--- config.mk ---
export PLATFORM = sky130hd
export DESIGN_NAME = branch_condition_unit
export DESIGN_NICKNAME = d
export VERILOG_FILES = /design/src/bcu_pkg.sv /design/src/branch_condition_unit.sv /design/src/branch_resolve.sv /design/src/condition_predicate.sv /design/src/flag_capture.sv
export VERILOG_INCLUDE_DIRS = /design/src
export SDC_FILE = /design/constraint.sdc
export NUM_CORES = 1
export LEC_CHECK = 0
export ABC_AREA = 1
export BUFFER_PORTS_ARGS = -buffer_cell sky130_fd_sc_hd__buf_4
export CORE_MARGIN = 1
export CORE_UTILIZATION = 55
export CTS_BUF_LIST = sky130_fd_sc_hd__clkbuf_16
export CTS_CLUSTER_SIZE = 16
export DETAILED_ROUTE_END_ITERATION = 10
export PLACE_DENSITY_LB_ADDON = 0.2
export SYNTH_ARGS = -nofsm -noshare
export SYNTH_HDL_FRONTEND = slang
export SYNTH_SLANG_ARGS = --single-unit
export TNS_END_PERCENT = 5
--- constraint.sdc ---
create_clock -name clock -period 3.2 [get_ports clock]
set_clock_uncertainty 0.05 [all_clocks]
set_input_delay 0.8 -clock clock [delete_from_list [all_inputs] [get_ports clock]]
set_output_delay 0.8 -clock clock [all_outputs]
set_load 0.05 [all_outputs]
--- src/bcu_cfg.svh ---
`ifndef BCU_CFG_SVH
`define BCU_CFG_SVH

// width of the ALU result, of both sentinel registers and of the command word
`define BCU_WORD_WIDTH 16

// each selector picks one of four flags in its group
`define BCU_SELECTOR_WIDTH 2

// truth-table operator, one bit per combination of the two selected flags
`define BCU_OPERATOR_WIDTH 4

// branch target carried in the low byte of an eval command
`define BCU_TARGET_WIDTH 8

// countdown timer width, loaded straight from the command payload
`define BCU_COUNTER_WIDTH 16

`endif
--- src/bcu_pkg.sv ---
`default_nettype none

`include "bcu_cfg.svh"

package bcu_pkg;

    // ------------------------------------------------------------
    // command kinds, carried beside the command word
    // ------------------------------------------------------------

    typedef enum logic [1:0] {
        EVAL            = 2'd0,
        LOAD_COUNTER    = 2'd1,
        LOAD_SENTINEL_A = 2'd2,
        LOAD_SENTINEL_B = 2'd3
    } cmd_kind_e;

    // field layout of an eval command, most significant field first
    typedef struct packed {
        logic [`BCU_SELECTOR_WIDTH-1:0] a_sel;
        logic [`BCU_SELECTOR_WIDTH-1:0] b_sel;
        logic [`BCU_OPERATOR_WIDTH-1:0] op;
        logic [`BCU_TARGET_WIDTH-1:0]   target;
    } cond_fields_t;

    // the same 16 bits read as condition fields for EVAL
    // and as a plain value for the three load kinds
    typedef union packed {
        cond_fields_t                cond;
        logic [`BCU_WORD_WIDTH-1:0] payload;
    } cmd_word_u;

    // ------------------------------------------------------------
    // flag groups, declared MSB first so bit n is selector index n
    // ------------------------------------------------------------

    typedef struct packed {
        logic external;
        logic sentinel;
        logic carryout;
        logic negative;
    } flags_a_t;

    typedef struct packed {
        logic external;
        logic sentinel;
        logic counter;
        logic lessthan;
    } flags_b_t;

endpackage

`default_nettype wire

--- src/branch_condition_unit.sv ---
`timescale 1ns/1ns
`default_nettype none

`include "bcu_cfg.svh"

module branch_condition_unit
    import bcu_pkg::*;
(
    input  logic                         clock,
    input  logic                         arst_n,
    input  logic                         alu_valid,
    input  logic [`BCU_WORD_WIDTH-1:0]   alu_result,
    input  logic                         alu_carryout,
    input  logic                         alu_overflow,
    input  logic                         ext_a,
    input  logic                         ext_b,
    input  logic                         cmd_valid,
    input  cmd_kind_e                    cmd_kind,
    input  cmd_word_u                    cmd_word,
    output logic                         branch_taken,
    output logic                         branch_not_taken,
    output logic [`BCU_TARGET_WIDTH-1:0] branch_target
);

    logic     eval;
    logic     load_counter;
    logic     load_sentinel_a;
    logic     load_sentinel_b;
    flags_a_t flags_a;
    flags_b_t flags_b;
    logic     predicate;

    // ------------------------------------------------------------
    // command decode
    // ------------------------------------------------------------

    // one strobe per command kind, only while cmd_valid is high
    assign eval            = cmd_valid && (cmd_kind == EVAL);
    assign load_counter    = cmd_valid && (cmd_kind == LOAD_COUNTER);
    assign load_sentinel_a = cmd_valid && (cmd_kind == LOAD_SENTINEL_A);
    assign load_sentinel_b = cmd_valid && (cmd_kind == LOAD_SENTINEL_B);

    // ------------------------------------------------------------
    // datapath
    // ------------------------------------------------------------

    // load kinds read the word as a raw payload
    flag_capture u_flag_capture (
        .clock           (clock),
        .arst_n          (arst_n),
        .alu_valid       (alu_valid),
        .alu_result      (alu_result),
        .alu_carryout    (alu_carryout),
        .alu_overflow    (alu_overflow),
        .ext_a           (ext_a),
        .ext_b           (ext_b),
        .load_counter    (load_counter),
        .load_sentinel_a (load_sentinel_a),
        .load_sentinel_b (load_sentinel_b),
        .load_value      (cmd_word.payload),
        .flags_a         (flags_a),
        .flags_b         (flags_b)
    );

    // eval reads the same word as selectors, operator and target
    condition_predicate u_condition_predicate (
        .flags_a   (flags_a),
        .flags_b   (flags_b),
        .cond      (cmd_word.cond),
        .predicate (predicate)
    );

    branch_resolve u_branch_resolve (
        .clock            (clock),
        .arst_n           (arst_n),
        .eval             (eval),
        .predicate        (predicate),
        .target           (cmd_word.cond.target),
        .branch_taken     (branch_taken),
        .branch_not_taken (branch_not_taken),
        .branch_target    (branch_target)
    );

endmodule

`default_nettype wire

--- src/branch_resolve.sv ---
`timescale 1ns/1ns
`default_nettype none

`include "bcu_cfg.svh"

module branch_resolve (
    input  logic                         clock,
    input  logic                         arst_n,
    input  logic                         eval,
    input  logic                         predicate,
    input  logic [`BCU_TARGET_WIDTH-1:0] target,
    output logic                         branch_taken,
    output logic                         branch_not_taken,
    output logic [`BCU_TARGET_WIDTH-1:0] branch_target
);

    // ------------------------------------------------------------
    // decision pulses
    // ------------------------------------------------------------

    // every eval gives exactly one pulse in the following cycle,
    // and with no eval both pulses drop back low
    always_ff @(posedge clock or negedge arst_n) begin
        if (!arst_n) begin
            branch_taken     <= 1'b0;
            branch_not_taken <= 1'b0;
        end else begin
            branch_taken     <= eval & predicate;
            branch_not_taken <= eval & ~predicate;
        end
    end

    // ------------------------------------------------------------
    // target register
    // ------------------------------------------------------------

    // the target is valid alongside the pulse and then holds
    // until the next eval replaces it
    always_ff @(posedge clock or negedge arst_n) begin
        if (!arst_n) begin
            branch_target <= '0;
        end else if (eval) begin
            branch_target <= target;
        end
    end

endmodule

`default_nettype wire

--- src/condition_predicate.sv ---
`timescale 1ns/1ns
`default_nettype none

`include "bcu_cfg.svh"

module condition_predicate
    import bcu_pkg::*;
(
    input  flags_a_t     flags_a,
    input  flags_b_t     flags_b,
    input  cond_fields_t cond,
    output logic         predicate
);

    // one flag from each group feeds the truth table, so every signed and
    // unsigned compare is reachable, as are mixes of sentinel matches,
    // the timer and the external levels

    logic [(1 << `BCU_SELECTOR_WIDTH)-1:0] group_a;
    logic [(1 << `BCU_SELECTOR_WIDTH)-1:0] group_b;
    logic                                  selected_a;
    logic                                  selected_b;

    // ------------------------------------------------------------
    // flag selection
    // ------------------------------------------------------------

    // the structs are laid out so that bit n is selector value n
    assign group_a = flags_a;
    assign group_b = flags_b;

    assign selected_a = group_a[cond.a_sel];
    assign selected_b = group_b[cond.b_sel];

    // ------------------------------------------------------------
    // truth-table combiner
    // ------------------------------------------------------------

    // op bit 2*a + b gives the result for that pair of inputs,
    // e.g. 4'b1100 passes a through and 4'b1010 passes b through
    assign predicate = cond.op[{selected_a, selected_b}];

endmodule

`default_nettype wire

--- src/flag_capture.sv ---
`timescale 1ns/1ns
`default_nettype none

`include "bcu_cfg.svh"

module flag_capture
    import bcu_pkg::*;
(
    input  logic                       clock,
    input  logic                       arst_n,
    input  logic                       alu_valid,
    input  logic [`BCU_WORD_WIDTH-1:0] alu_result,
    input  logic                       alu_carryout,
    input  logic                       alu_overflow,
    input  logic                       ext_a,
    input  logic                       ext_b,
    input  logic                       load_counter,
    input  logic                       load_sentinel_a,
    input  logic                       load_sentinel_b,
    input  logic [`BCU_WORD_WIDTH-1:0] load_value,
    output flags_a_t                   flags_a,
    output flags_b_t                   flags_b
);

    logic [`BCU_WORD_WIDTH-1:0]    sentinel_a;
    logic [`BCU_WORD_WIDTH-1:0]    sentinel_b;
    logic [`BCU_COUNTER_WIDTH-1:0] counter;
    logic [`BCU_COUNTER_WIDTH-1:0] counter_next;
    logic                          negative;
    logic                          carryout;
    logic                          lessthan;
    logic                          match_a;
    logic                          match_b;
    logic                          counter_zero;

    // ------------------------------------------------------------
    // sentinel registers
    // ------------------------------------------------------------

    always_ff @(posedge clock or negedge arst_n) begin
        if (!arst_n) begin
            sentinel_a <= '0;
            sentinel_b <= '0;
        end else begin
            if (load_sentinel_a) begin
                sentinel_a <= load_value;
            end
            if (load_sentinel_b) begin
                sentinel_b <= load_value;
            end
        end
    end

    // ------------------------------------------------------------
    // ALU flags, taken from the result of the previous instruction
    // ------------------------------------------------------------

    // the matches compare against the sentinels held at this edge,
    // so a sentinel load in the same cycle only affects later results
    always_ff @(posedge clock or negedge arst_n) begin
        if (!arst_n) begin
            negative <= 1'b0;
            carryout <= 1'b0;
            lessthan <= 1'b0;
            match_a  <= 1'b0;
            match_b  <= 1'b0;
        end else if (alu_valid) begin
            negative <= alu_result[`BCU_WORD_WIDTH-1];
            carryout <= alu_carryout;
            // signed less-than after a subtract is negative xor overflow
            lessthan <= alu_result[`BCU_WORD_WIDTH-1] ^ alu_overflow;
            match_a  <= (alu_result == sentinel_a);
            match_b  <= (alu_result == sentinel_b);
        end
    end

    // ------------------------------------------------------------
    // countdown timer
    // ------------------------------------------------------------

    // a load wins over the decrement, and the count parks at zero
    always_comb begin
        if (load_counter) begin
            counter_next = load_value;
        end else if (counter != '0) begin
            counter_next = counter - `BCU_COUNTER_WIDTH'(1);
        end else begin
            counter_next = counter;
        end
    end

    // the zero flag is registered alongside the count itself
    always_ff @(posedge clock or negedge arst_n) begin
        if (!arst_n) begin
            counter      <= '0;
            counter_zero <= 1'b1;
        end else begin
            counter      <= counter_next;
            counter_zero <= (counter_next == '0);
        end
    end

    // external inputs are levels and go straight into the groups
    always_comb begin
        flags_a.negative = negative;
        flags_a.carryout = carryout;
        flags_a.sentinel = match_a;
        flags_a.external = ext_a;
        flags_b.lessthan = lessthan;
        flags_b.counter  = counter_zero;
        flags_b.sentinel = match_b;
        flags_b.external = ext_b;
    end

endmodule

`default_nettype wire

==> summary by stage <==
Status
The flow ran to the end, and the final reports show no timing, DRC or antenna violations.

Routing
The pre-antenna-repair detailed-routing pass consisted of 5 iterations. The first routing iteration left 253 violations. The count of nets left with antenna violations once routing finished came out at 0. The vias per cell is 5.286.

The mean routed wirelength per cell is roughly 14 µm. After detailed routing, the number of remaining DRC violations is 0. Wires add up to 8.251 mm. The total number of vias is roughly 3100.

Critical path
Of all nets on the critical path, the largest fanout is 17. The worst path required time is 3.40 ns. The classification of the worst setup path is in -> reg.

The depth of the most critical reg-to-reg path is 11. STA classifies the critical path endpoint as a flip-flop. The kind of start point of the critical path is a primary input. The arrival time at the worst endpoint is about 2.1 ns.

Die
The floorplan step set the die width to 81.48 µm. The area of the die is 6639 µm². The I/O pin count is 52.

The initial cell density of the core is 58.00%. In this run the core area contains 28 standard-cell rows. The vertical extent of the die is about 80 µm. The core region is 5991 µm².

Logic synthesis
The number of warnings issued by yosys is 0. Of all cell types, the one taking the most synthesized area is dfrtp_1. The share of flip-flops with an asynchronous set or reset is between 90% and 100%. Counting every net in the synthesized netlist gives around 500. The synthesized design devotes to its leading area cell type 45.37% of total area.

Yosys mapped a number of flops with a built-in enable equal to 0. The mapped netlist covers 3475 µm². By area the synthesized netlist is led by dfrtp_1, nand2_1, o21ai_0. The synthesized design contains 64 register bits. The distinct cell type count of the synthesized netlist is 32. Synthesis produced a netlist whose cell count is 460.

Dividing the synthesized area by the synthesized cell count gives 7.553 µm². The post-synthesis sequential area ratio is 46.13%. The top flip-flop cell by instance count after synthesis is dfrtp_1.

Pwr
The reported leakage power is between 2 and 2.5 nW. Dividing total power by cell area gives a power density of 682.2 nW/µm². Power comes to 2.897 mW.

The maximum ir drop on the vdd rail is 0.0004885 V.

Finish
At the end of the flow, the number of nets in the layout was 558. From synthesis to final layout, the design area changed by 22.22%. The commonest non-fill, non-tap cell in the layout is nand2_1. Leaving out fill and tap cells, the most frequent cells in the layout are nand2_1, dfrtp_1, inv_1. The number of antenna diodes in the final layout is 0. In the final layout, the share of cells above drive strength 1 is 16.57%.

Min path
Along the worst hold path, the cell count comes to 2. The class of the tightest hold or removal check is reg -> reg.

Clock network
Post-CTS timing repair inserted 0 buffers for setup. In this run the clock root is driven by a clkbuf_16. The deepest level of the CTS H-tree is 3. TritonCTS created 9 clock buffers. After clock tree synthesis, the clock-pin slew on the worst setup and hold paths is 0.05 ns.

TritonCTS built the clock tree. In this run, post-CTS repair resized a total of 0 instances. The clock latency reported for the late side of the worst-skew pair is ~0.32 ns. Counting every sink on the clock net gives 64.

The number of buffers added to fix hold violations after cts is 0. The clock passes through at most 2 buffers.

Timing
For the pin with the worst max-slew slack, the measured transition is 0.7994 ns. The maximum achievable frequency is around 0.53 GHz. The normalized max-slew margin is 46.70%. The number of hold-slack violations in the final timing report came to 0. The tightest hold path in the finished design has a slack of 0.4264 ns. In the finished design, the share of the clock period the worst path needs comes to 59.10%. Setup violations remaining at the end of the flow were counted as 0.

Setup repair after global routing left no endpoint under its margin. The post-route setup TNS is 0 ns. The count of pins over their slew limit was 0. The smallest clock period supported by the final layout is computed as ~1.9 ns.

GRT
The total congestion overflow after global routing is 0. Entering global routing, the biggest net connects 65 pins. The first global-routing pass estimated 13.25 mm of wire. Global routing consumed, over all layers together, 27.12% of the routing resources.

The via count of the first global-routing pass is 2894. The number of antenna violations at the first check in global routing was 0.

Placement
After legalization and detailed placement, the total HPWL measured 6.008 mm. Routability-driven placement finished with a final weighted congestion of 0.8808. Input and output buffers added on the ports amount to just over 50.

Flow run
The reported max-cap violation count is 0.
==> per-layer routing <==
metal	track usage, %	share of wire, %
met1	35.61	44
met4	12.14	2.1
met2	43.83	48
met5	0	0
met3	4.778	5.7
==> registers in the layout (all words and copies together), names as in the netlist <==
register                           count
u_flag_capture.negative                1
u_flag_capture.sentinel_a             16
u_flag_capture.match_a                 1
u_flag_capture.sentinel_b             16
u_flag_capture.lessthan                1
u_flag_capture.counter                16
u_branch_resolve.branch_taken          1
u_branch_resolve.branch_not_taken      1
u_flag_capture.counter_zero            1
u_flag_capture.carryout                1
u_flag_capture.match_b                 1
u_branch_resolve.branch_target         8
==> kinds of logic after synthesis <==
group / after synthesis / synth area share (%)
compound gates: 74 / 11.63
flops: 64 / 46.13
xor+xnor: 21 / 5.293
simple gates: 230 / 28.23
buf+inv: 69 / 7.994
fa+ha+maj: 2 / 0.7201
==> layout make-up <==
| type | instances | area, µm² |
|---|---|---|
| clock buffers | 9 | 225.2 |
| clock inverters | 7 | 111.4 |
| fillers | 492 | 1744 |
| inverters | 59 | 221.5 |
| multi-input cells | 327 | 1594 |
| flip-flops and latches | 64 | 1603 |
| well taps | 75 | 93.84 |
| repair buffers | 53 | 397.9 |
==> worst max-delay path, cell delays in order <==
cell and delay, ns:
buf_4 0.10, nand2_1 0.08, nor2_4 0.30, inv_2 0.22, nand3_1 0.13, o21a_1 0.14, nand2_1 0.05, nor2_1 0.09
nand2_1 0.08, nor2_1 0.10
==> cell usage after synthesis, types with 2 or more instances <==
cell type,count
nand3_1,14
nand2_2,4
nor2_2,7
nand2_1,154
nor2_4,3
xor2_1,10
nand4_1,3
inv_1,58
nor2_1,33
xnor2_1,11
a21oi_1,5
dfrtp_1,63
nand3_2,2
a211oi_1,2
ha_1,2
nor4_1,3
o21a_1,3
o2111ai_1,2
clkbuf_1,7
o21ai_0,58
nand3b_1,5
==> report_power, final <==
part / switching, mW / internal (mW)
sequential: 0.135 / 0.959
clock: 0.341 / 0.754
combinational: 0.434 / 0.274
total: 0.910 / 1.99
==> per-stage QoR <==
step	std cells	util [%]	setup slack (ns)	cell area, µm²
3_5_place_dp	578	65.27	1.009	3910
3_3_place_gp	578	65.27	1.042	3910
4_1_cts	594	70.89	1.338	4247
5_1_grt	594	70.89	1.132	4247
2_1_floorplan	460	-	1.432	3475
6_report	594	70.89	1.309	4247
==> final timing paths <==
path	from	to	slack [ns]
max	cmd_valid	u_flag_capture.counter_zero$_DFF_PN1_	1.31
min	u_flag_capture.carryout$_DFFE_PN0P_	u_flag_capture.carryout$_DFFE_PN0P_	0.43
max reg2reg	u_flag_capture.counter[0]$_DFF_PN0_	u_flag_capture.counter_zero$_DFF_PN1_	1.33
min reg2reg	u_flag_capture.carryout$_DFFE_PN0P_	u_flag_capture.carryout$_DFFE_PN0P_	0.43
max in group asynchronous	arst_n	u_branch_resolve.branch_target[4]$_DFFE_PN0P_	2.06
min in group asynchronous	arst_n	u_branch_resolve.branch_not_taken$_DFF_PN0_	0.51
Note: power is estimated with default switching activity, not from simulation.
